**src/logic/scope_pkg.sv**
```systemverilog
`default_nettype none

package scope_pkg;

    //////////////////////////////
    // Sizes

    localparam int SAMPLE_W     = 12;
    localparam int TRACE_LEN    = 32;
    localparam int IDX_W        = $clog2(TRACE_LEN);
    localparam int CREDITS_INIT = 4;
    localparam int CREDIT_W     = $clog2(CREDITS_INIT + 1);

    // Button lockout after a step
    localparam int REPEAT_WAIT  = 16;

    //////////////////////////////
    // Screen regions on xpos

    localparam int ADC_X_LO  = 500;
    localparam int ADC_X_HI  = 1000;
    localparam int TRIG_X_LO = 100;

    // Chart window with inclusive edges
    localparam int CHART_X = 100;
    localparam int CHART_W = 400;
    localparam int CHART_Y = 100;
    localparam int CHART_H = 300;

    //////////////////////////////
    // Setting limits and reset values

    localparam int DECIM_MAX   = 15;
    localparam int HOLDOFF_MAX = 63;
    localparam int DECIM_RST   = 1;
    localparam int TRIG_RST    = 2048;
    localparam int HOLDOFF_RST = 2;

    //////////////////////////////
    // Types

    typedef struct packed {
        logic        left;
        logic        right;
        logic        middle;
        logic [11:0] xpos;
        logic [11:0] ypos;
    } mouse_t;

    typedef struct packed {
        logic [11:0] decimation;
        logic [11:0] trig_level;
        logic [11:0] holdoff;
    } scope_settings_t;

    // Minus bits set when pointer is at/left of or at/above the anchor
    typedef struct packed {
        logic [10:0] dx;
        logic [10:0] dy;
        logic        minus_x;
        logic        minus_y;
    } chart_offset_t;

    typedef struct packed {
        logic [IDX_W-1:0]    index;
        logic [SAMPLE_W-1:0] sample;
    } trace_point_t;

endpackage

`default_nettype wire

```
**src/logic/oscilloscope_top.sv**
```systemverilog
`default_nettype none

module oscilloscope_top (
    input  logic                           clk,
    input  logic                           rst,
    input  scope_pkg::mouse_t              mouse,
    input  logic [scope_pkg::SAMPLE_W-1:0] adc_sample,
    input  logic                           adc_valid,
    input  logic                           credit_return,
    output scope_pkg::scope_settings_t     settings,
    output scope_pkg::chart_offset_t       offset,
    output scope_pkg::trace_point_t        point,
    output logic                           point_valid
);

    logic                           wr_en;
    logic [scope_pkg::IDX_W-1:0]    wr_addr;
    logic [scope_pkg::SAMPLE_W-1:0] wr_data;
    logic                           capture_done;
    logic                           streaming;

    user_interface u_ui (
        .clk      (clk),
        .rst      (rst),
        .mouse    (mouse),
        .settings (settings),
        .offset   (offset)
    );

    trigger_capture u_capture (
        .clk          (clk),
        .rst          (rst),
        .adc_sample   (adc_sample),
        .adc_valid    (adc_valid),
        .settings     (settings),
        .streaming    (streaming),
        .wr_en        (wr_en),
        .wr_addr      (wr_addr),
        .wr_data      (wr_data),
        .capture_done (capture_done)
    );

    trace_streamer u_streamer (
        .clk           (clk),
        .rst           (rst),
        .wr_en         (wr_en),
        .wr_addr       (wr_addr),
        .wr_data       (wr_data),
        .capture_done  (capture_done),
        .credit_return (credit_return),
        .point         (point),
        .point_valid   (point_valid),
        .streaming     (streaming)
    );

endmodule

`default_nettype wire

```
**src/logic/trace_streamer.sv**
```systemverilog
`default_nettype none

module trace_streamer (
    input  logic                           clk,
    input  logic                           rst,
    input  logic                           wr_en,
    input  logic [scope_pkg::IDX_W-1:0]    wr_addr,
    input  logic [scope_pkg::SAMPLE_W-1:0] wr_data,
    input  logic                           capture_done,
    input  logic                           credit_return,
    output scope_pkg::trace_point_t        point,
    output logic                           point_valid,
    output logic                           streaming
);
    import scope_pkg::*;

    logic [SAMPLE_W-1:0] trace_mem [TRACE_LEN];
    logic [IDX_W-1:0]    rd_idx;
    logic [CREDIT_W-1:0] credits;
    logic                send;

    // One point per cycle while a credit is left
    assign send = streaming && (credits != '0);

    //////////////////////////////
    // Trace buffer

    always_ff @(posedge clk) begin
        if (wr_en) begin
            trace_mem[wr_addr] <= wr_data;
        end
    end

    //////////////////////////////
    // Readout

    always_ff @(posedge clk) begin
        if (rst) begin
            streaming   <= 1'b0;
            rd_idx      <= '0;
            point_valid <= 1'b0;
        end else begin
            point_valid <= send;
            if (capture_done) begin
                streaming <= 1'b1;
                rd_idx    <= '0;
            end else if (send) begin
                rd_idx <= rd_idx + 1'b1;
                if (rd_idx == IDX_W'(TRACE_LEN - 1)) begin
                    streaming <= 1'b0;
                end
            end
        end
    end

    always_ff @(posedge clk) begin
        if (send) begin
            point.index  <= rd_idx;
            point.sample <= trace_mem[rd_idx];
        end
    end

    //////////////////////////////
    // Credit counter

    always_ff @(posedge clk) begin
        if (rst) begin
            credits <= CREDIT_W'(CREDITS_INIT);
        end else begin
            case ({send, credit_return})
                2'b10:   credits <= credits - 1'b1;
                2'b01:   credits <= credits + 1'b1;
                // Send and return together cancel out
                default: credits <= credits;
            endcase
        end
    end

endmodule

`default_nettype wire

```
**src/logic/trigger_capture.sv**
```systemverilog
`default_nettype none

module trigger_capture (
    input  logic                           clk,
    input  logic                           rst,
    input  logic [scope_pkg::SAMPLE_W-1:0] adc_sample,
    input  logic                           adc_valid,
    input  scope_pkg::scope_settings_t     settings,
    input  logic                           streaming,
    output logic                           wr_en,
    output logic [scope_pkg::IDX_W-1:0]    wr_addr,
    output logic [scope_pkg::SAMPLE_W-1:0] wr_data,
    output logic                           capture_done
);
    import scope_pkg::*;

    typedef enum logic [1:0] {
        CAP_ARMED,
        CAP_RUN,
        CAP_HOLDOFF
    } cap_state_t;

    cap_state_t          state;
    logic [11:0]         keep_cnt;
    logic [SAMPLE_W-1:0] prev_sample;
    logic [IDX_W-1:0]    wr_idx;
    logic [11:0]         hold_cnt;
    logic                kept;
    logic                trig_hit;
    logic                write_now;

    //////////////////////////////
    // Decimation and crossing

    assign kept      = adc_valid && (keep_cnt == '0);
    assign trig_hit  = kept && (state == CAP_ARMED) &&
                       (prev_sample < settings.trig_level) &&
                       (adc_sample >= settings.trig_level);
    assign write_now = trig_hit || (kept && (state == CAP_RUN));

    always_ff @(posedge clk) begin
        if (rst) begin
            keep_cnt <= '0;
        end else if (adc_valid) begin
            keep_cnt <= (keep_cnt >= settings.decimation) ? '0 : keep_cnt + 12'd1;
        end
    end

    // All ones so the first kept sample can never cross
    always_ff @(posedge clk) begin
        if (rst) begin
            prev_sample <= '1;
        end else if (kept) begin
            prev_sample <= adc_sample;
        end
    end

    //////////////////////////////
    // Capture FSM

    always_ff @(posedge clk) begin
        if (rst) begin
            state    <= CAP_ARMED;
            wr_idx   <= '0;
            hold_cnt <= '0;
        end else begin
            case (state)
                CAP_ARMED: begin
                    if (trig_hit) begin
                        state  <= CAP_RUN;
                        wr_idx <= IDX_W'(1);
                    end
                end
                CAP_RUN: begin
                    if (kept) begin
                        // Index wraps back to zero on the last write
                        wr_idx <= wr_idx + 1'b1;
                        if (wr_idx == IDX_W'(TRACE_LEN - 1)) begin
                            state    <= CAP_HOLDOFF;
                            hold_cnt <= '0;
                        end
                    end
                end
                CAP_HOLDOFF: begin
                    // Count only kept samples after capture_done
                    if (capture_done) begin
                        hold_cnt <= '0;
                    end else if (hold_cnt >= settings.holdoff) begin
                        if (!wr_en && !streaming) begin
                            state <= CAP_ARMED;
                        end
                    end else if (kept) begin
                        hold_cnt <= hold_cnt + 12'd1;
                    end
                end
                default: state <= CAP_ARMED;
            endcase
        end
    end

    //////////////////////////////
    // Buffer write port

    always_ff @(posedge clk) begin
        if (rst) begin
            wr_en        <= 1'b0;
            capture_done <= 1'b0;
        end else begin
            wr_en        <= write_now;
            capture_done <= wr_en && (wr_addr == IDX_W'(TRACE_LEN - 1));
        end
    end

    // wr_idx sits at zero while armed
    always_ff @(posedge clk) begin
        wr_addr <= wr_idx;
        wr_data <= adc_sample;
    end

endmodule

`default_nettype wire

```
**src/logic/user_interface.sv**
```systemverilog
`default_nettype none

module user_interface (
    input  logic                       clk,
    input  logic                       rst,
    input  scope_pkg::mouse_t          mouse,
    output scope_pkg::scope_settings_t settings,
    output scope_pkg::chart_offset_t   offset
);
    import scope_pkg::*;

    localparam int WAIT_W = $clog2(REPEAT_WAIT);

    typedef enum logic {
        UI_IDLE,
        UI_WAIT
    } ui_state_t;

    ui_state_t         state;
    logic [WAIT_W-1:0] wait_cnt;
    logic              in_adc;
    logic              in_trig;
    logic              in_hold;
    logic              dec_up;
    logic              dec_dn;
    logic              trig_up;
    logic              trig_dn;
    logic              hold_up;
    logic              hold_dn;
    logic              accept;
    logic              in_chart;
    logic [11:0]       anchor_x;
    logic [11:0]       anchor_y;
    logic [11:0]       dist_x;
    logic [11:0]       dist_y;

    // One step toward max or zero that holds at either end
    function automatic logic [11:0] step(input logic [11:0] value, input logic up,
                                         input logic [11:0] max_value);
        if (up) begin
            return (value < max_value) ? value + 12'd1 : value;
        end
        return (value != 12'd0) ? value - 12'd1 : value;
    endfunction

    //////////////////////////////
    // Button decode

    assign in_adc  = (mouse.xpos > ADC_X_LO) && (mouse.xpos < ADC_X_HI);
    assign in_trig = (mouse.xpos > TRIG_X_LO) && (mouse.xpos < ADC_X_LO);
    assign in_hold = mouse.xpos < TRIG_X_LO;

    assign dec_up  = mouse.middle && mouse.right && in_adc;
    assign dec_dn  = mouse.middle && mouse.left && in_adc;
    assign trig_up = mouse.middle && mouse.right && in_trig;
    assign trig_dn = mouse.middle && mouse.left && in_trig;
    // Holdoff wants a single button
    assign hold_up = mouse.right && !mouse.left && !mouse.middle && in_hold;
    assign hold_dn = mouse.left && !mouse.right && !mouse.middle && in_hold;

    assign accept = dec_up || dec_dn || trig_up || trig_dn || hold_up || hold_dn;

    //////////////////////////////
    // Settings FSM

    always_ff @(posedge clk) begin
        if (rst) begin
            state    <= UI_IDLE;
            wait_cnt <= '0;
            settings <= '{decimation: 12'(DECIM_RST),
                          trig_level: 12'(TRIG_RST),
                          holdoff:    12'(HOLDOFF_RST)};
        end else begin
            case (state)
                UI_IDLE: begin
                    if (dec_up || dec_dn) begin
                        settings.decimation <= step(settings.decimation, dec_up,
                                                    12'(DECIM_MAX));
                    end else if (trig_up || trig_dn) begin
                        settings.trig_level <= step(settings.trig_level, trig_up, '1);
                    end else if (hold_up || hold_dn) begin
                        settings.holdoff <= step(settings.holdoff, hold_up,
                                                 12'(HOLDOFF_MAX));
                    end
                    // Clamped steps still lock the buttons out
                    if (accept) begin
                        state    <= UI_WAIT;
                        wait_cnt <= '0;
                    end
                end
                UI_WAIT: begin
                    if (wait_cnt == WAIT_W'(REPEAT_WAIT - 1)) begin
                        state <= UI_IDLE;
                    end else begin
                        wait_cnt <= wait_cnt + 1'b1;
                    end
                end
                default: state <= UI_IDLE;
            endcase
        end
    end

    //////////////////////////////
    // Chart drag

    assign in_chart = (mouse.xpos >= CHART_X) && (mouse.xpos <= CHART_X + CHART_W) &&
                      (mouse.ypos >= CHART_Y) && (mouse.ypos <= CHART_Y + CHART_H);

    assign dist_x = (anchor_x >= mouse.xpos) ? anchor_x - mouse.xpos : mouse.xpos - anchor_x;
    assign dist_y = (anchor_y >= mouse.ypos) ? anchor_y - mouse.ypos : mouse.ypos - anchor_y;

    always_ff @(posedge clk) begin
        if (rst) begin
            anchor_x <= '0;
            anchor_y <= '0;
            offset   <= '0;
        end else if (!in_chart) begin
            // Anchor tracks the pointer until it enters the chart
            anchor_x <= mouse.xpos;
            anchor_y <= mouse.ypos;
        end else if (mouse.left) begin
            offset.dx      <= dist_x[10:0];
            offset.dy      <= dist_y[10:0];
            offset.minus_x <= anchor_x >= mouse.xpos;
            offset.minus_y <= anchor_y >= mouse.ypos;
        end
    end

endmodule

`default_nettype wire

```
**config.mk**
```make
export PLATFORM = sky130hd
export DESIGN_NAME = oscilloscope_top
export DESIGN_NICKNAME = d
export VERILOG_FILES = /design/src/logic/scope_pkg.sv /design/src/logic/oscilloscope_top.sv /design/src/logic/trace_streamer.sv /design/src/logic/trigger_capture.sv /design/src/logic/user_interface.sv
export SDC_FILE = /design/constraint.sdc
export NUM_CORES = 1
export LEC_CHECK = 0
export BUFFER_PORTS_ARGS = -buffer_cell sky130_fd_sc_hd__buf_4
export CAP_MARGIN = 10
export CORE_ASPECT_RATIO = 0.8
export CORE_UTILIZATION = 55
export CTS_CLUSTER_SIZE = 12
export DETAILED_ROUTE_END_ITERATION = 16
export PLACE_DENSITY = 0.79
export SETUP_SLACK_MARGIN = 0.02
export SLEW_MARGIN = 20
export SYNTH_ARGS = -nofsm -noshare
export SYNTH_HDL_FRONTEND = slang
export SYNTH_HIERARCHICAL = 1
export SYNTH_SLANG_ARGS = --single-unit
```
**constraint.sdc**
```tcl
create_clock -name clk -period 7.4 [get_ports clk]
set_input_delay 0.74 -clock clk [delete_from_list [all_inputs] [get_ports clk]]
set_output_delay 0.74 -clock clk [all_outputs]
set_load 0.02 [all_outputs]
```
### Word level (Yosys, flattened, before mapping)

Memories as Yosys holds them, arrays and structs flattened. A register that Yosys moved wholly into a read port is not among the register bits.
Index checks and enable logic that the tools add are counted.

| operators by class | value |
|---|---|
| bitwise gates (word level) | 3 |
| reduce and logical (&&, ||, !) cells | 62 |
| mux-type cells | 58 |
| $add $sub $neg | 17 |
| equality and inequality tests | 21 |
| magnitude comparators | 18 |

Operator list:

| kind | count |
|---|---|
| $mux W12 | 18 |
| $add A12 B1 Y12 const B | 5 |
| $ge A12 B12 Y1 | 5 |
| $sub A11 B11 Y11 | 4 |
| $reduce_bool A12 Y1 | 3 |
| $sub A12 B1 Y12 const B | 3 |
| $logic_and A1 B1 Y1 | 25 |
| $ge A12 B7 Y1 const B | 2 |
| $le A12 B9 Y1 const B | 2 |
| $pmux W12 S2 | 1 |
| $mux W1 | 22 |
| $mux W11 | 2 |
| $reduce_bool A2 Y1 | 8 |
| $eq A5 B5 Y1 const B | 3 |
| $gt A12 B7 Y1 const B | 1 |
| $gt A12 B9 Y1 const B | 1 |
| $logic_not A12 Y1 | 1 |
| $lt A12 B10 Y1 const B | 1 |
| $lt A12 B12 Y1 | 1 |
| $lt A12 B12 Y1 const B | 1 |
| $lt A12 B4 Y1 const B | 1 |
| $lt A12 B6 Y1 const B | 1 |
| $lt A12 B7 Y1 const B | 1 |
| $lt A12 B9 Y1 const B | 1 |
| other kinds (31) | 66 |

| word-level totals | value |
|---|---|
| input port bits | 43 |
| memories kept | 1 |
| output and inout port bits | 78 |
| bits in registers | 166 |
| logic and storage cells | 205 |
| bits in writable memories | 384 |

Memory list:

| memory | depth | width | rd ports | clocked after memory_dff | wr ports | line | text |
|---|---|---|---|---|---|---|---|
| u_streamer.trace_mem | 32 | 12 | 1 | 1 | 1 | trace_streamer.sv:17 | `logic [SAMPLE_W-1:0] trace_mem [TRACE_LEN];` |

### Logic depth before layout (Yosys ltp)

Gate-level depths: netlist of the first run.

| logic depth | value |
|---|---|
| depth after elaboration | 12 |
| gate-level depth with buffers | 13 |
| depth with buffers taken out | 13 |

### Cells and area by module

The synthesis of the first run kept the hierarchy.

Modules (own cells, without submodules):

| module | seq. area each (µm²) | instances | area an instance (µm²) | cells each |
|---|---|---|---|---|
| trace_streamer | 12241.7 | 1 | 15785.1 | 742 |
| user_interface | 1781.7 | 1 | 6690.2 | 800 |
| trigger_capture | 1241.2 | 1 | 3627.2 | 408 |

### Least setup slack after synthesis of the first run

No wires, ideal clock.

| path | value |
|---|---|
| path type | input port to flip-flop |
| start | input mouse[14] (netlist bit) |
| end | register u_ui/settings[35] (netlist name) |
| buffers on the path | 0 |
| data required time | 7.330 ns |
| setup slack | 3.304 ns |
| setup time | 0.070 ns |
| arrival | 4.025 ns |
| cell stages on the path | 13 |
| path through | nor4b_1 o31ai_1 o2111ai_1 or2_2 ha_1 a21o_1 a21o_1 a2111oi_0 nor3_1 o31ai_1 xor2_1 or3_1 a21oi_1 |

| between the ends | value |
|---|---|
| longest elaborated chain between the ends | 9 |
| elaborated cells on any way between the ends | 14 |
| classes of those cells | 2 x order compare; 1 x eq/ne; 5 x mux; 6 x reduce/logical |

RTL lines:

| element | line | text |
|---|---|---|
| start: declaration | oscilloscope_top.sv:6 | `input scope_pkg::mouse_t mouse,` |
| $gt A12 B9 Y1 or $lt A12 B10 Y1 (tied branches) | user_interface.sv:49 | `assign in_adc = (mouse.xpos > ADC_X_LO) && (mouse.xpos < ADC_X_HI);` |
| $logic_and A1 B1 Y1 * | user_interface.sv:49 |  |
| $logic_and A1 B1 Y1 | user_interface.sv:53 | `assign dec_up = mouse.middle && mouse.right && in_adc;` |
| $mux W1 | user_interface.sv:40 | `if (up) begin` |
| $mux W1 | user_interface.sv:76 | `if (dec_up \|\| dec_dn) begin` |
| $mux W1 | user_interface.sv:74 | `case (state)` |
| $mux W1 | user_interface.sv:67 | `if (rst) begin` |
| $ne A3 B3 Y1 (no source line) or $reduce_bool A2 Y1 (tied branches) | -- |  |
| $reduce_and A4 Y1 (no source line) | -- |  |

Every way passes the cells marked *; elsewhere a longest branch is shown, timed or not. The select of a mux whose other input is x is not followed.
A chain may end at the register's enable or synchronous reset.

### Worst setup path after layout of the first run

| path | value |
|---|---|
| start | input mouse[21] (netlist bit) |
| end | register u_ui/settings[11] (netlist name) |

| between the ends | value |
|---|---|
| longest elaborated chain between the ends | 10 |
| elaborated cells on any way between the ends | 28 |
| classes of those cells | 5 x order compare; 1 x eq/ne; 7 x mux; 2 x bitwise; 13 x reduce/logical |

RTL lines:

| element | line | text |
|---|---|---|
| $lt A12 B7 Y1 | user_interface.sv:51 | `assign in_hold = mouse.xpos < TRIG_X_LO;` |
| $logic_and A1 B1 Y1 | user_interface.sv:58 | `assign hold_up = mouse.right && !mouse.left && !mouse.middle && in_hold;` |
| $mux W1 | user_interface.sv:40 |  |
| $mux W1 | user_interface.sv:81 | `end else if (hold_up \|\| hold_dn) begin` |
| $mux W1 | user_interface.sv:79 | `end else if (trig_up \|\| trig_dn) begin` |
| $mux W1 | user_interface.sv:76 |  |
| $mux W1 | user_interface.sv:74 |  |
| $mux W1 | user_interface.sv:67 |  |
| $ne A3 B3 Y1 (no source line) or $reduce_bool A2 Y1 (tied branches) | -- |  |
| $reduce_and A6 Y1 (no source line) | -- |  |

Parallel ways exist; a longest one is shown, timed or not. The select of a mux whose other input is x is not followed.

==> results of run 1 <==
==> per-stage QoR <==
| stage | util | hold WS, ns | std cells |
|---|---|---|---|
| after floorplan | - | 0.355 | 1950 |
| after global placement | 0.588 | 0.364 | 2643 |
| after detailed placement | 0.589 | 0.369 | 2643 |
| after CTS | 0.625 | 0.232 | 2737 |
| after global routing | 0.627 | 0.248 | 2739 |
| final | 0.627 | 0.256 | 2741 |
==> sequential cells by signal (all words and copies together), names as in the netlist <==
register / cells
u_capture/keep_cnt: 12
u_ui/state: 1
u_capture/prev_sample: 12
u_ui/anchor_y: 12
u_capture/wr_en: 1
u_streamer/rd_idx: 5
u_ui/settings: 36
u_ui/anchor_x: 12
u_capture/state: 2
u_capture/wr_data: 12
u_capture/capture_done: 1
u_streamer/point: 17
u_capture/hold_cnt: 12
u_streamer/streaming: 1
u_ui/offset: 24
u_streamer/credits: 3
u_capture/wr_addr: 5
u_streamer/point_valid: 1
u_capture/wr_idx: 5
u_ui/wait_cnt: 4
u_streamer/trace_mem: 384
==> synth_stat cells (7+ instances only) <==
cell type	n
nor3_1	44
or3_1	14
o31ai_1	8
o211ai_1	8
clkbuf_1	42
nand2_1	83
mux4_2	65
fa_1	8
o221ai_1	14
a2111oi_0	8
a21oi_1	99
a2111oi_2	11
nor2_1	155
nand4_1	21
a211oi_1	15
nor4_1	16
o21ai_0	29
o22ai_1	13
mux2i_1	104
a21o_1	23
edfxtp_1	401
xor2_1	30
buf_4	9
a22o_1	11
nand2b_1	10
a211o_1	7
ha_1	130
nor2b_1	13
and3_1	18
xnor2_1	30
a22oi_1	13
inv_1	103
nand3_1	46
buf_2	14
dfxtp_1	161
nand3b_1	23
mux2_2	9
==> final timing paths <==
path / from / end / slack (ns) / cells past startpoint
max: mouse[21] / u_ui/settings[11] / 2.68 / 14
min: adc_sample[2] / u_capture/wr_data[2] / 0.26 / 1
max reg2reg: u_ui/anchor_x[0] / u_ui/offset[23] / 3.50 / 10
min reg2reg: u_capture/wr_idx[4] / u_capture/wr_addr[4] / 0.38 / 0
==> worst reg2reg max path: stages, from the launching register on <==
cell and delay [ns]:
dfxtp_1 0.37, inv_1 0.07, ha_1 0.21, fa_1 0.42, o21ai_1 0.26, o21ai_1 0.14
a41oi_2 0.83, mux2_2 0.46, a2111oi_0 0.71, or4_1 0.23, o211ai_1 0.08
==> metal layers <==
| metal | vias up | track usage | part of all wire |
|---|---|---|---|
| met2 | 613 | 0.436 | 0.49 |
| met5 | - | 0 | 0 |
| met4 | 0 | 0.0856 | 0.027 |
| li1 | 7719 | - | - |
| met1 | 8329 | 0.337 | 0.41 |
| met3 | 104 | 0.0422 | 0.066 |
==> final cells by class <==
| class | count | area (µm²) |
|---|---|---|
| clock buffers | 80 | 1520 |
| inverters | 104 | 390 |
| clock inverters | 14 | 210 |
| multi-input cells | 1203 | 10000 |
| diodes | 2 | 5.00 |
| fillers | 3423 | 17500 |
| flip-flops and latches | 562 | 15300 |
| repair buffers | 156 | 1190 |
| well taps | 620 | 776 |
==> cell families after synthesis <==
family                     share of synthesized area
DFF                                            0.585
xor gates and xnor gates                      0.0201
muxes                                          0.106
buffers and inverters                         0.0320
adders and majority gates                     0.0684
AOI/OAI and AO/OA                             0.0905
and+or+nand+nor                               0.0983
==> where the power goes <==
group	internal [W]	total [W]	switching, W
combinational	0.000189	0.000453	0.000264
sequential	0.00340	0.00347	0.0000653
clock	0.00153	0.00271	0.00117
total	0.00512	0.00663	0.00150
==> cells in the final DEF, fill, tap and decap left out, types with 18 or more instances in the layout <==
cell type | netlist | layout
clkbuf_16 | 0 | 56
mux4_2 | 65 | 65
a21oi_1 | 99 | 99
nor3_1 | 44 | 44
nand4_1 | 21 | 21
nand3_1 | 46 | 45
nand3b_1 | 23 | 23
dfxtp_1 | 161 | 149
xor2_1 | 30 | 30
inv_1 | 103 | 103
mux2i_1 | 104 | 104
clkbuf_1 | 42 | 21
a21o_1 | 23 | 23
buf_4 | 9 | 154
ha_1 | 130 | 130
and3_1 | 18 | 18
nand2_1 | 83 | 83
xnor2_1 | 30 | 30
o21ai_0 | 29 | 29
edfxtp_1 | 401 | 401
nor2_1 | 155 | 144
==> results.py, run 1 <==
metrics = {
    "run_status": {
        "status": "completed",
    },
    "worst_setup_path": {
        "worst_path_max_delay_cell": "nor4b_1",
        "path_max_fanout": 12,
        "path_cells": "buf_4 -> nor3_1 -> nand4_1 -> nor4b_1 -> inv_1 -> ha_1 -> a21o_1 -> a21o_1 -> a2111oi_0 -> nor4b_1 -> o31ai_1 -> xnor2_1 -> a21oi_1 -> a31o_2",
        "crit_family": "compound AO/OA/AOI/OAI gates",
        "critPathKind": "in -> reg",
        "end_kind": "flip-flop",
        "cp-start-kind": "input pin",
        "required_ns": 7.90,
        "critPathArrivalTime_ns": 5.22,
        "critPathMaxStageDelay_ns": 0.77,
        "critPathBufInv": 2,
    },
    "yosys": {
        "synth_edf_count": 401,
        "synth.top_cell.area_share": 0.461,
        "async_flop_share": 0,
        "synth_area_leaders": "edfxtp_1 46%, dfxtp_1 12%, ha_1 6.2%",
        "syn_area_um2": 26100,
        "synthCells": 1950,
        "synthFlopType": "edfxtp_1",
        "synth_area_per_cell_um2": 13.4,
        "yosysWarnings": 6,
        "yosys.area.top_type": "edfxtp_1",
        "ys_seq_elements": 562,
        "syn_nets": 2131,
        "synth_cell_types": 101,
        "yosysSeqAreaShare": 0.585,
    },
    "power": {
        "finalPower_w": 0.00663,
        "power.density_nw_per_um2": 225,
        "peakVddDrop_mv": 0.186,
        "power.static_leakage_nw": 10.5,
    },
    "clock_network": {
        "ctsRootBufferMaster": "clkbuf_16",
        "cts_buffers": 56,
        "clkLatencyLatePin_ns": 0.64,
        "postCtsResizedCells": 0,
        "cts_sinks": 562,
        "post-cts-setup-buffer-count": 0,
        "cts_buffer_depth": 3,
        "h-tree-depth": 2,
        "cts_tree": "built",
        "cts_hold_buf": 0,
        "path_clk_slew_ns": 0.06,
    },
    "timing": {
        "slew_headroom": 0.268,
        "rsz0062_at_grt": "false",
        "fin_setup_tns_ns": 0,
        "period_minus_slack_ns": 4.72,
        "clock_skew_ns": 0.0384,
        "period_share": 0.638,
        "setup_ws_ns": 2.68,
        "worst_pin_slew_ns": 1.10,
        "setup_violations": 0,
        "fmax_ghz": 0.212,
        "slew_violations": 0,
        "hold_viol_final": 0,
    },
    "flow_run": {
        "maxCapViolCount": 0,
    },
    "global_route": {
        "grt.total_usage": 0.257,
        "grt_overflow": 0,
        "grt_max_degree": 81,
        "antenna_found_initial": 2,
        "grt_first_pass_wirelength_um": 95600,
        "grt_pass1_vias": 17100,
    },
    "place": {
        "gp_congestion": 0.915,
        "io_buffers": 120,
        "postPlaceCellArea_um2": 27600,
        "post-place-ws_ns": 2.25,
        "dp.final_hpwl_um": 39200,
    },
    "floorplanning": {
        "die_y_um": 197,
        "row_count": 71,
        "core_area_um2": 46900,
        "die_x_um": 246,
        "initial_core_util": 0.556,
        "dieArea_um2": 48300,
        "ios": 121,
    },
    "min_path": {
        "hp-class": "in -> reg",
    },
    "route": {
        "drt_wl_total_um": 61400,
        "wl_per_cell_um": 22.4,
        "drc": 0,
        "drtPass1Iterations": 7,
        "drt_iter0_drc": 1474,
        "vias_per_cell": 6.12,
        "antenna_left": 0,
        "vias": 16800,
    },
    "layout": {
        "drive_gt1_frac": 0.176,
        "finalInstanceArea_um2": 29400,
        "nets": 2264,
        "area_delta_synth_final_pct": 12.7,
    },
}
(Power assumes the default switching activity.)
==> run 2: changes to the inputs <==
Settings changed: PLACE_DENSITY 0.79 to 0.81.
Clock period 7.4 ns to 4 ns, I/O delays scaled along.
==> results.py, run 2 (synthesis gave the netlist of run 1 again) <==
metrics = {
    "timing": {
        "fin_setup_tns_ns": 0,
        "worst_pin_slew_ns": 0.993,
        "hold_viol_final": 0,
        "period_minus_slack_ns": 3.82,
        "clock_skew_ns": 0.0361,
        "fmax_ghz": 0.262,
        "slew_headroom": 0.337,
        "rsz0062_at_grt": "false",
        "setup_violations": 0,
        "period_share": 0.954,
        "slew_violations": 0,
    },
    "place": {
        "dp.final_hpwl_um": 40300,
        "gp_congestion": 0.898,
        "dp.cells": 2668,
        "io_buffers": 120,
    },
    "min_path": {
        "hp-class": "in -> reg",
        "hold_start": "mouse[21]",
    },
    "worst_setup_path": {
        "startpoint": "mouse[23]",
        "end_kind": "flip-flop",
        "cp-start-kind": "input pin",
        "path_max_fanout": 4,
        "r2r-start": "u_ui/anchor_x[0]",
        "required_ns": 4.49,
        "critPathKind": "in -> reg",
        "critPathArrivalTime_ns": 4.31,
    },
    "route": {
        "met2_length_um": 30700,
        "drt_wl_total_um": 62400,
        "drtPass1Iterations": 5,
        "drc": 0,
        "wl_per_cell_um": 22.5,
        "highest_layer": "met4",
        "vias": 17200,
        "antenna_left": 0,
        "wl_met3_um": 4800,
        "drt_iter0_drc": 1703,
        "wl_met1_um": 25300,
        "vias_per_cell": 6.21,
    },
    "clock_network": {
        "path_clk_slew_ns": 0.06,
        "cts_sinks": 562,
        "post-cts-setup-buffer-count": 0,
        "cts_buffer_depth": 3,
        "ctsRootBufferMaster": "clkbuf_16",
        "h-tree-depth": 2,
        "cts_buffers": 56,
        "clkLatencyLatePin_ns": 0.63,
        "cts_tree": "built",
    },
    "layout": {
        "nets": 2303,
        "final_cell_mix": "401 x edfxtp_1, 178 x buf_4, 149 x dfxtp_1, 147 x nor2_1, 130 x ha_1",
        "drive_gt1_frac": 0.183,
        "fillCellCount": 3342,
        "area_delta_synth_final_pct": 13.8,
        "largest_reg_flops": 384,
        "top_regs": "u_streamer/trace_mem: 384 flops, u_ui/settings: 36 flops, u_ui/offset: 24 flops",
        "final_cells": 2779,
        "top_register": "u_streamer/trace_mem",
        "n_antenna_cell": 0,
        "mostFrequentLayoutCell": "edfxtp_1",
    },
    "global_route": {
        "grt_overflow": 0,
        "antenna_found_initial": 0,
        "grt_max_degree": 65,
        "grt_pass1_vias": 17200,
        "grt.total_usage": 0.261,
        "grt_first_pass_wirelength_um": 97100,
    },
    "flow_run": {
        "maxCapViolCount": 0,
    },
    "floorplanning": {
        "die_y_um": 197,
        "row_count": 71,
        "core_area_um2": 46900,
        "dieArea_um2": 48300,
        "initial_core_util": 0.556,
        "ios": 121,
        "die_x_um": 246,
    },
    "power": {
        "power.density_nw_per_um2": 412,
        "power.static_leakage_nw": 10.6,
        "peakVddDrop_mv": 0.395,
    },
    "run_status": {
        "status": "completed",
    },
}
-- run 2: cell type report --
type | instances | area (µm²) | area share
sequential | 562 | 15300 | 0.515
multi-input combinational | 1203 | 10000 | 0.338
clock buffer | 82 | 1530 | 0.0515
timing repair buffer | 195 | 1520 | 0.0511
tap | 620 | 776 | 0.0261
inverter | 104 | 390 | 0.0131
clock inverter | 13 | 154 | 0.00518
-- run 2: worst paths after layout --
path	to	slack (ns)	depth (start not counted)
min reg2reg	u_capture/wr_addr[4]	0.38	0
max	u_ui/settings[10]	0.18	16
min	u_ui/anchor_x[9]	0.02	3
max reg2reg	u_ui/offset[23]	0.59	11
-- run 2: worst max-delay path, stage by stage --
cell	delay (ns)
dlygate4sd3_1	0.55
buf_4	0.15
nor3_1	0.32
nand4_1	0.23
nor4b_2	0.26
buf_4	0.18
inv_1	0.09
fa_1	0.42
a21o_1	0.19
a21oi_1	0.22
o21bai_1	0.10
a21oi_1	0.23
o21ai_0	0.16
and3_1	0.22
or4b_1	0.50
o311ai_0	0.09
-- run 2: per-layer routing --
layer | GRT usage | up-vias
li1 | - | 7792
met1 | 0.345 | 8598
met2 | 0.439 | 747
met3 | 0.0463 | 112
met4 | 0.0778 | 0
met5 | 0 | -
-- run 2: through the flow --
stage	area (µm²)	hold WS, ns	setup slack (ns)	utilization	total power, W
after global routing	29700	0.0493	0.0237	0.633	0.0126
after global placement	27800	0.368	0.0513	0.593	0.00731
after detailed placement	27800	0.379	0.0101	0.593	0.00735
final	29700	0.0249	0.182	0.633	0.0122
after floorplan	26100	0.355	0.244	-	0.00708
after CTS	29600	0.000668	0.105	0.632	0.0123
-- run 2: what timing repair did --
item | 4_1_cts | 5_1_grt
setup endpoints to repair | 0 | 4
gates resized for setup | 0 | 5
endpoints found under the hold margin | 20 | 0
hold buffers | 16 | 0
-- run 2: report_power, final --
| part | switching [W] | leakage, nW | internal (W) |
|---|---|---|---|
| clock | 0.00218 | 0.819 | 0.00277 |
| combinational | 0.000501 | 4.91 | 0.000370 |
| sequential | 0.000115 | 4.92 | 0.00629 |
==> run 3: changes to the inputs <==
Settings changed: BUFFER_PORTS_ARGS -buffer_cell sky130_fd_sc_hd__buf_4 to default, DONT_BUFFER_PORTS from default to 1, PLACE_DENSITY 0.81 to 0.79.
==> results.py, run 3 (synthesis gave the netlist of run 1 again) <==
metrics = {
    "run_status": {
        "status": "completed",
    },
    "timing": {
        "period_share": 0.886,
        "setup_ws_ns": 0.457,
        "period_minus_slack_ns": 3.54,
        "slew_violations": 0,
        "setup_violations": 0,
        "rsz0062_at_grt": "false",
        "finalHoldWorstSlack_ns": 0.0232,
        "slew_headroom": 0.251,
        "hold_viol_final": 0,
        "fin_setup_tns_ns": 0,
        "worst_pin_slew_ns": 1.12,
        "clock_skew_ns": 0.0320,
        "fmax_ghz": 0.282,
    },
    "clock_network": {
        "path_clk_slew_ns": 0.06,
        "h-tree-depth": 2,
        "cts_tree": "built",
        "clkLatencyLatePin_ns": 0.63,
        "cts_sinks": 562,
        "cts_buffer_depth": 3,
        "post-cts-setup-buffer-count": 0,
        "cts_buffers": 56,
        "ctsRootBufferMaster": "clkbuf_16",
    },
    "place": {
        "post-place-ws_ns": 0.0198,
        "io_buffers": 0,
        "gp_congestion": 0.901,
        "dp.final_hpwl_um": 39800,
    },
    "route": {
        "antenna_left": 0,
        "drt_wl_total_um": 62900,
        "drc": 0,
        "vias": 16900,
        "drtPass1Iterations": 6,
        "wl_per_cell_um": 23.5,
        "vias_per_cell": 6.32,
        "drt_iter0_drc": 1564,
    },
    "worst_setup_path": {
        "cp-start-kind": "flip-flop",
        "critPathArrivalTime_ns": 4.03,
        "end_kind": "flip-flop",
        "critPathBufInv": 2,
        "path_common_cell": "o21ai_1",
        "path_cells": "inv_1 -> ha_1 -> fa_1 -> o21ai_1 -> o21ai_1 -> a41oi_2 -> buf_4 -> mux2i_1 -> a211oi_1 -> o211ai_1 -> a211o_1",
        "crit_family": "compound AO/OA/AOI/OAI gates",
        "critPathMaxStageDelay_ns": 0.59,
        "required_ns": 4.49,
        "worst_path_max_delay_cell": "a41oi_2",
        "path_max_fanout": 10,
        "critPathKind": "reg -> reg",
    },
    "power": {
        "power.static_leakage_nw": 10.1,
        "power.density_nw_per_um2": 423,
        "finalPower_w": 0.0123,
        "peakVddDrop_mv": 0.401,
    },
    "layout": {
        "top_regs": "u_streamer/trace_mem: 384 flops, u_ui/settings: 36 flops, u_ui/offset: 24 flops",
        "top_register": "u_streamer/trace_mem",
        "drive_gt1_frac": 0.128,
        "area_delta_synth_final_pct": 11.0,
        "final_cell_mix": "401 x edfxtp_1, 151 x dfxtp_1, 136 x nor2_1, 130 x ha_1, 104 x mux2i_1",
        "mostFrequentLayoutCell": "edfxtp_1",
        "nets": 2187,
        "n_antenna_cell": 0,
        "fin_util": 0.618,
        "largest_reg_flops": 384,
    },
    "global_route": {
        "grt_first_pass_wirelength_um": 97500,
        "grt_pass1_vias": 16800,
        "grt_overflow": 0,
        "grt.total_usage": 0.263,
        "antenna_found_initial": 1,
        "grt_max_degree": 121,
    },
    "min_path": {
        "hp-class": "in -> reg",
    },
    "floorplanning": {
        "core_area_um2": 46900,
        "die_y_um": 197,
        "dieArea_um2": 48300,
        "initial_core_util": 0.556,
        "die_x_um": 246,
        "ios": 121,
        "row_count": 71,
    },
    "flow_run": {
        "maxCapViolCount": 0,
    },
}
==> run 3: cell types whose count changed in the layout (fill, tap and decap cells not counted), sizes merged <==
cell	before	now
inv	105	107
clkinv	10	7
clkbuf	82	93
dlygate4sd3	16	38
buf	179	41
==> run 3: final timing paths <==
kind	from	to	slack (ns)	cells after the start
setup / recovery	u_ui/anchor_x[0]	u_ui/offset[22]	0.46	11
setup reg to reg	u_ui/anchor_x[0]	u_ui/offset[22]	0.46	11
hold reg to reg	u_capture/wr_idx[4]	u_capture/wr_addr[4]	0.38	0
hold / removal	adc_valid	u_capture/keep_cnt[1]	0.02	2
==> run 3: where the power goes <==
part / switching (W) / internal, W / total (W)
sequential: 0.000125 / 0.00629 / 0.00641
combinational: 0.000458 / 0.000345 / 0.000803
clock: 0.00221 / 0.00284 / 0.00505
==> run 3: worst register-to-register path, delay by kind of cell, from the launching register on <==
| family | cells | cell delay, ns |
|---|---|---|
| AOI/OAI and AO/OA | 6 | 1.99 |
| buffers and inverters | 2 | 0.34 |
| muxes | 1 | 0.11 |
| adders and majority gates | 2 | 0.61 |
| DFF | 1 | 0.36 |
==> run 3: area by class of cell <==
| class | count | area (µm²) |
|---|---|---|
| clock inverter | 12 | 173 |
| multi-input combinational | 1203 | 10100 |
| clock buffer | 93 | 1580 |
| fill | 3414 | 17900 |
| tap | 620 | 776 |
| sequential | 562 | 15300 |
| inverter | 104 | 390 |
| timing repair buffer | 79 | 733 |
==> run 3: stage by stage <==
stage                     instances  instance area (µm²)
after global placement         2529                26800
after global routing           2673                29000
after CTS                      2673                28900
final                          2673                29000
after detailed placement       2529                26800
after floorplan                1950                26100
==> run 3: per-layer routing <==
| metal | vias to the layer above | wire (µm) | GRT usage | part of all wire |
|---|---|---|---|---|
| li1 | 7580 | - | - | - |
| met1 | 8466 | 25500 | 0.349 | 0.41 |
| met4 | 2 | 1590 | 0.0757 | 0.025 |
| met5 | - | 13 | 0 | 0.00021 |
| met2 | 737 | 30600 | 0.439 | 0.49 |
| met3 | 115 | 5090 | 0.0507 | 0.081 |
==> run 3: what timing repair did <==
action,CTS,global route
resized for setup,0,0
hold endpoints to repair,131,0
hold buffers,39,0
